--- src/logic/uart_pkg.sv ---
`default_nettype none

package uart_pkg;

    typedef logic [7:0] uart_byte_t;              // One payload byte

    // Packed in wire order, so bit 0 leaves the line first
    typedef struct packed {
        logic       stop;                         // Always high
        uart_byte_t data;                         // Sent LSB first
        logic       start;                        // Always low
    } uart_frame_t;

    typedef logic [3:0] bit_idx_t;                // Bit position 0..9 inside a frame

    typedef enum logic {
        TX_IDLE = 1'b0,                           // Line high, waiting for a byte
        TX_SEND = 1'b1                            // Frame on the line
    } tx_state_t;

    localparam int FRAME_BITS = 10;               // Start + 8 data + stop

endpackage

`default_nettype wire

--- src/logic/baud_tick_gen.sv ---
`timescale 1ns/10ps
`default_nettype none

module baud_tick_gen #(
    parameter int BAUD_DIV = 8                    // Clocks per bit period
) (
    input  wire  clk,
    input  wire  rst,
    input  wire  restart,                         // Realign to a new frame
    output logic bit_tick                         // One cycle at each bit boundary
);

    localparam logic [15:0] RELOAD = 16'(BAUD_DIV - 1); // Terminal count of one period

    logic [15:0] cnt;                             // Cycles left in current bit

    assign bit_tick = (cnt == 16'd0);             // Last cycle of the bit period

    always_ff @(posedge clk) begin
        if (rst) begin
            cnt <= RELOAD;
        end else if (restart) begin
            cnt <= RELOAD;                        // Frame start, full period follows
        end else if (bit_tick) begin
            cnt <= RELOAD;                        // Next bit period
        end else begin
            cnt <= cnt - 16'd1;
        end
    end

    // A tick is always followed by at least one quiet cycle unless the period is 1
    assert property (@(posedge clk) disable iff (rst)
        (BAUD_DIV > 1 && bit_tick) |=> !bit_tick)
        else $error("baud_tick_gen: bit_tick high on consecutive cycles");

endmodule

`default_nettype wire

--- src/logic/tx_fifo.sv ---
`timescale 1ns/10ps
`default_nettype none

module tx_fifo #(
    parameter int FIFO_DEPTH = 8                  // Power of two, at least 2
) (
    input  wire                  clk,
    input  wire                  rst,
    input  wire                  wr_en,           // Push strobe from host
    input  wire uart_pkg::uart_byte_t wr_data,
    input  wire                  rd_en,           // Pop strobe from shifter
    output uart_pkg::uart_byte_t rd_data,         // Head byte, valid while not empty
    output logic                 empty,
    output logic                 ready            // Room for at least one byte
);

    localparam int PTR_W = $clog2(FIFO_DEPTH);
    localparam logic [PTR_W:0] FULL_CNT = (PTR_W + 1)'(FIFO_DEPTH);

    uart_pkg::uart_byte_t mem [FIFO_DEPTH];       // Byte storage

    logic [PTR_W-1:0] head;                       // Next byte to send
    logic [PTR_W-1:0] tail;                       // Next free slot
    logic [PTR_W:0]   count;                      // Bytes held
    logic [PTR_W:0]   count_next;
    logic             push;
    logic             pop;

    assign push    = wr_en && ready;              // Writes while full are dropped
    assign pop     = rd_en && !empty;
    assign rd_data = mem[head];                   // Shown ahead of the pop

    // Occupancy update, push and pop together leave it unchanged
    always_comb begin
        count_next = count;
        case ({push, pop})
            2'b10:   count_next = count + 1'b1;
            2'b01:   count_next = count - 1'b1;
            default: count_next = count;
        endcase
    end

    always_ff @(posedge clk) begin
        if (push) begin
            mem[tail] <= wr_data;
        end
    end

    always_ff @(posedge clk) begin
        if (rst) begin
            head  <= '0;
            tail  <= '0;
            count <= '0;
            empty <= 1'b1;
            ready <= 1'b1;
        end else begin
            if (push) begin
                tail <= tail + 1'b1;              // Wraps at depth
            end
            if (pop) begin
                head <= head + 1'b1;              // Wraps at depth
            end
            count <= count_next;
            empty <= (count_next == '0);          // Flags follow the new count
            ready <= (count_next < FULL_CNT);
        end
    end

    // Shifter may only pop a byte that is there
    assert property (@(posedge clk) disable iff (rst)
        rd_en |-> !empty)
        else $error("tx_fifo: rd_en while empty");

    // Gated push keeps occupancy within the buffer
    assert property (@(posedge clk) disable iff (rst)
        count <= FULL_CNT)
        else $error("tx_fifo: count above FIFO_DEPTH");

endmodule

`default_nettype wire

--- src/logic/tx_shifter.sv ---
`timescale 1ns/10ps
`default_nettype none

module tx_shifter (
    input  wire                  clk,
    input  wire                  rst,
    input  wire                  empty,           // FIFO has no byte
    input  wire uart_pkg::uart_byte_t rd_data,    // FIFO head byte
    input  wire                  bit_tick,        // End of current bit period
    output logic                 rd_en,           // Pop pulse to FIFO
    output logic                 baud_restart,    // Realign bit timing
    output logic                 tx,              // Serial line
    output logic                 tx_busy
);

    localparam uart_pkg::bit_idx_t LAST_BIT = uart_pkg::bit_idx_t'(uart_pkg::FRAME_BITS - 1);

    uart_pkg::tx_state_t   state;
    uart_pkg::bit_idx_t    bit_idx;               // Bit now on the line
    uart_pkg::uart_frame_t load_frame;            // Frame built from head byte
    logic [uart_pkg::FRAME_BITS-1:0] shift_q;     // Bit 0 drives the line
    logic                  busy_q;
    logic                  last_tick;             // Stop bit has run its full period

    // Frame assembly around the head byte
    always_comb begin
        load_frame.start = 1'b0;
        load_frame.data  = rd_data;
        load_frame.stop  = 1'b1;
    end

    assign rd_en        = (state == uart_pkg::TX_IDLE) && !empty; // Pop only when idle
    assign baud_restart = rd_en;                  // Bit timing starts with the load
    assign last_tick    = bit_tick && (bit_idx == LAST_BIT);
    assign tx           = shift_q[0];
    assign tx_busy      = busy_q;

    always_ff @(posedge clk) begin
        if (rst) begin
            state   <= uart_pkg::TX_IDLE;
            bit_idx <= '0;
            shift_q <= '1;                        // Line idles high
            busy_q  <= 1'b0;
        end else begin
            case (state)
                uart_pkg::TX_IDLE: begin
                    if (rd_en) begin
                        shift_q <= load_frame;    // Start bit goes out at once
                        bit_idx <= '0;
                        busy_q  <= 1'b1;
                        state   <= uart_pkg::TX_SEND;
                    end
                end
                uart_pkg::TX_SEND: begin
                    if (bit_tick) begin
                        shift_q <= {1'b1, shift_q[uart_pkg::FRAME_BITS-1:1]}; // High fill
                        if (last_tick) begin
                            state  <= uart_pkg::TX_IDLE;
                            busy_q <= !empty;     // Stay busy if another byte waits
                        end else begin
                            bit_idx <= bit_idx + 1'b1;
                        end
                    end
                end
                default: state <= uart_pkg::TX_IDLE;
            endcase
        end
    end

    // Start bit comes from the loaded frame
    assert property (@(posedge clk) disable iff (rst)
        (state == uart_pkg::TX_SEND && bit_idx == '0) |-> !tx)
        else $error("tx_shifter: start bit not low");

    // Stop bit survives nine shifts
    assert property (@(posedge clk) disable iff (rst)
        (state == uart_pkg::TX_SEND && bit_idx == LAST_BIT) |-> tx)
        else $error("tx_shifter: stop bit not high");

endmodule

`default_nettype wire

--- src/logic/uart_tx.sv ---
`timescale 1ns/10ps
`default_nettype none

module uart_tx #(
    parameter int CLK_FREQ_HZ = 27_000_000,       // System clock in Hz
    parameter int BAUD_RATE   = 115_200,          // Line rate in bits per second
    parameter int FIFO_DEPTH  = 8                 // Byte queue depth, power of two
) (
    input  wire                  clk,
    input  wire                  rst,
    input  wire                  wr_en,           // Host write pulse
    input  wire uart_pkg::uart_byte_t wr_data,    // Host byte
    output logic                 fifo_ready,      // Queue can take a byte
    output logic                 tx,              // Serial output
    output logic                 tx_busy          // Frame on the line
);

    localparam int BAUD_DIV = CLK_FREQ_HZ / BAUD_RATE; // Clocks per bit

    uart_pkg::uart_byte_t rd_data;                // Head byte to shifter
    logic                 rd_en;                  // Pop from shifter
    logic                 empty;
    logic                 baud_restart;           // Frame load realigns timing
    logic                 bit_tick;

    tx_fifo #(
        .FIFO_DEPTH (FIFO_DEPTH)
    ) u_fifo (
        .clk     (clk),
        .rst     (rst),
        .wr_en   (wr_en),
        .wr_data (wr_data),
        .rd_en   (rd_en),
        .rd_data (rd_data),
        .empty   (empty),
        .ready   (fifo_ready)
    );

    baud_tick_gen #(
        .BAUD_DIV (BAUD_DIV)
    ) u_baud (
        .clk      (clk),
        .rst      (rst),
        .restart  (baud_restart),
        .bit_tick (bit_tick)
    );

    tx_shifter u_shifter (
        .clk          (clk),
        .rst          (rst),
        .empty        (empty),
        .rd_data      (rd_data),
        .bit_tick     (bit_tick),
        .rd_en        (rd_en),
        .baud_restart (baud_restart),
        .tx           (tx),
        .tx_busy      (tx_busy)
    );

endmodule

`default_nettype wire

--- config.mk ---
export PLATFORM = sky130hd
export DESIGN_NAME = uart_tx
export DESIGN_NICKNAME = d
export VERILOG_FILES = /design/src/logic/uart_pkg.sv /design/src/logic/baud_tick_gen.sv /design/src/logic/tx_fifo.sv /design/src/logic/tx_shifter.sv /design/src/logic/uart_tx.sv
export SDC_FILE = /design/constraint.sdc
export NUM_CORES = 1
export LEC_CHECK = 0
export BUFFER_PORTS_ARGS = -buffer_cell sky130_fd_sc_hd__clkbuf_2
export CORE_MARGIN = 1
export CORE_UTILIZATION = 60
export CTS_CLUSTER_DIAMETER = 40
export DETAILED_ROUTE_END_ITERATION = 6
export PLACE_DENSITY = 0.77
export SYNTH_ARGS = -nofsm -noshare
export SYNTH_HDL_FRONTEND = slang
export SYNTH_SLANG_ARGS = --single-unit
--- constraint.sdc ---
create_clock -name clk -period 4.6 [get_ports clk]
set_input_delay 0.23 -clock clk [delete_from_list [all_inputs] [get_ports clk]]
set_output_delay 0.23 -clock clk [all_outputs]
set_load 0.02 [all_outputs]
==> impl_metrics.tcl <==
set metrics [dict create \
    dr.max_layer_used "met4" \
    fin_crit_sh 0.506 \
    post_cts_resized 0 \
    worstSkewPairLatency_ns 0.37 \
    portBuffers 13 \
    min_from "wr_data[3]" \
    root_buffer "clkbuf_8" \
    finalClockSkew_ns 0.0145 \
    syn-cell-area_sq_um 4490 \
    grt_pass1_vias 2305 \
    r2r_end "u_shifter.shift_q[2]" \
    dr_wl_met2_um 3700 \
    grt_pass1_wl_um 12100 \
    worst_pin_slew_ns 1.14 \
    grt_use_total 0.219 \
    die_y_um 88.5 \
    min_period_ns 2.33 \
    hold_viol 0 \
    fin_util 0.668 \
    synth_nets 342 \
    cts_sinks 110 \
    drc 0 \
    hold_path.class "input port to flop" \
    post-dp-hpwl_um 4960 \
    status "completed" \
    cp.required_ns 4.87 \
    drt-met1-wl_um 3600 \
    nets 357 \
    r2r_setup_slack_ns 2.27 \
    finalSetupTns_ns 0 \
    setup_viol 0 \
    max_cap_violations 0 \
    worstSetupPathType "flop to flop" \
    ios 14 \
    cts_buffers 9 \
    yosysSeqAreaShare 0.634 \
    die-area_sq_um 7830 \
    min_path_cells 1 \
    met3_length_um 301 \
    cp-endpoint "u_shifter.shift_q[2]" \
    via_per_inst 5.74 \
    place.gp.congestion 0.727 \
    post-cts-setup-buffers 0 \
    htree_num_levels 3 \
    cts_tree "yes" \
    ff2ff_path_depth 4 \
    p_leak_nw 1.63 \
    cp-start-kind "flop" \
    end_kind "flop" \
    drive_above_1_share 0.190 \
    synthCells 323 \
    ys_ff_latch 110 \
    synth_area_per_cell_sq_um 13.9 \
    die_w_um 88.5 \
    vias 2536 \
    clk_pin_slew_ns 0.11 \
    grt-ovfl-total 0 \
    p_per_area_nw_per_um2 492 \
    slew_viol_final 0 \
    row_count 31 \
    clock.fmax_mhz 430 \
    critPathMaxFanout 18 \
    wl_per_cell_um 17.4 \
    final_cell_mix "edfxtp_1 (64), dfxtp_1 (46), nor2_1 (36), nand2_1 (14), mux4_2 (14)" \
    max_slew_margin 0.235 \
    start_util 0.619 \
    drtIter0Drc 211 \
    antenna_found_initial 0 \
    postCtsHoldBufs 0 \
    cts_buffer_depth 2 \
    ant_nets 0 \
    core_area_sq_um 7250 \
    yosysWarnings 0 \
    peakVddDrop_mv 0.230 \
    synth-edff-count 64 \
    nFillCells 555 \
    synthArstFlopShare 0 \
    ys_types 52 \
    grt_max_degree 29 \
    wl_um 7680 \
    antenna_cells 0 \
    synth_flop_cell "edfxtp_1" \
    final_common_cell "edfxtp_1" \
    grt_setup_unrepaired "false" \
    cp.arrival_ns 2.60 \
    drt_first_pass_iters 4 \
    area_growth_pct 8.03 \
]
critical path, cell delays in order (launching register included):
cell and delay (ns):
dfxtp_1 1.09, mux4_2 0.62, mux2i_1 0.17, o21bai_1 0.08, a221o_1 0.26
metrics by stage:
step | total power [mW] | cells | hold slack [ns] | area, sq um | setup slack [ns]
2_1_floorplan | 1.70 | 323 | 0.329 | 4490 | 2.63
3_3_place_gp | 1.80 | 426 | 0.382 | 4640 | 2.28
3_5_place_dp | 1.82 | 426 | 0.387 | 4640 | 2.26
4_1_cts | 2.40 | 442 | 0.128 | 4850 | 2.23
5_1_grt | 2.51 | 442 | 0.128 | 4850 | 2.10
6_report | 2.39 | 442 | 0.136 | 4850 | 2.27
area by class of cell:
| type | instances | area (sq um) | share of cell area |
|---|---|---|---|
| Sequential cell | 110 | 2840 | 0.586 |
| Multi-Input combinational cell | 193 | 1560 | 0.321 |
| Clock buffer | 9 | 124 | 0.0256 |
| Tap cell | 99 | 124 | 0.0256 |
| Timing Repair Buffer | 17 | 95.1 | 0.0196 |
| Clock inverter | 7 | 80.1 | 0.0165 |
| Inverter | 7 | 26.3 | 0.00542 |
routing by layer:
metal  global-route usage  up-vias
met2                0.342       56
li1                     -     1226
met1                0.307     1247
met5                    0        -
met3               0.0560        7
met4               0.0601        0
registers in the layout, indices dropped and copies added (netlist names), named ones only:
name / count
u_shifter.state: 1
u_fifo.empty: 1
u_fifo.tail: 3
u_fifo.head: 3
u_fifo.ready: 1
u_shifter.bit_idx: 4
u_baud.cnt: 16
u_shifter.shift_q: 9
u_shifter.tx_busy: 1
u_fifo.count: 4
u_fifo.mem: 64
how the worst min path moves through the flow:
stage | to | slack (ns)
final | u_fifo.mem[4][3] | 0.14
after CTS | u_fifo.mem[7][6] | 0.13
after global placement | u_baud.cnt[0] | 0.38
after detailed placement | u_baud.cnt[0] | 0.39
after floorplan | u_fifo.mem[0][0] | 0.33
after global routing | u_fifo.mem[3][1] | 0.13
synth_stat cells, types with 8 or more instances:
library cell / count / share of area
edfxtp_1: 64 / 0.43
dfxtp_1: 46 / 0.21
nor2_1: 36 / 0.030
mux4_2: 14 / 0.070
nand2_1: 14 / 0.012
xor2_1: 12 / 0.023
a21oi_1: 10 / 0.011
mux2i_1: 10 / 0.022
xnor2_1: 10 / 0.020
ha_1: 8 / 0.022
nor3_1: 8 / 0.0089
kinds of logic (layout without fill, tap and decap cells):
family,Yosys count,after routing,synth area share
compound gates,39,39,0.0633
xor+xnor,22,22,0.0429
fa+ha+maj,8,8,0.0223
buf+inv,20,40,0.0212
flops,110,110,0.634
mux,26,26,0.0976
simple gates,98,98,0.119
where the power goes:
group	total, mW	internal [mW]	switching [mW]
sequential	1.30	1.16	0.144
combinational	0.492	0.258	0.234
clock	0.592	0.260	0.333
total	2.39	1.68	0.710
Note: power is estimated with default switching activity, not from simulation.
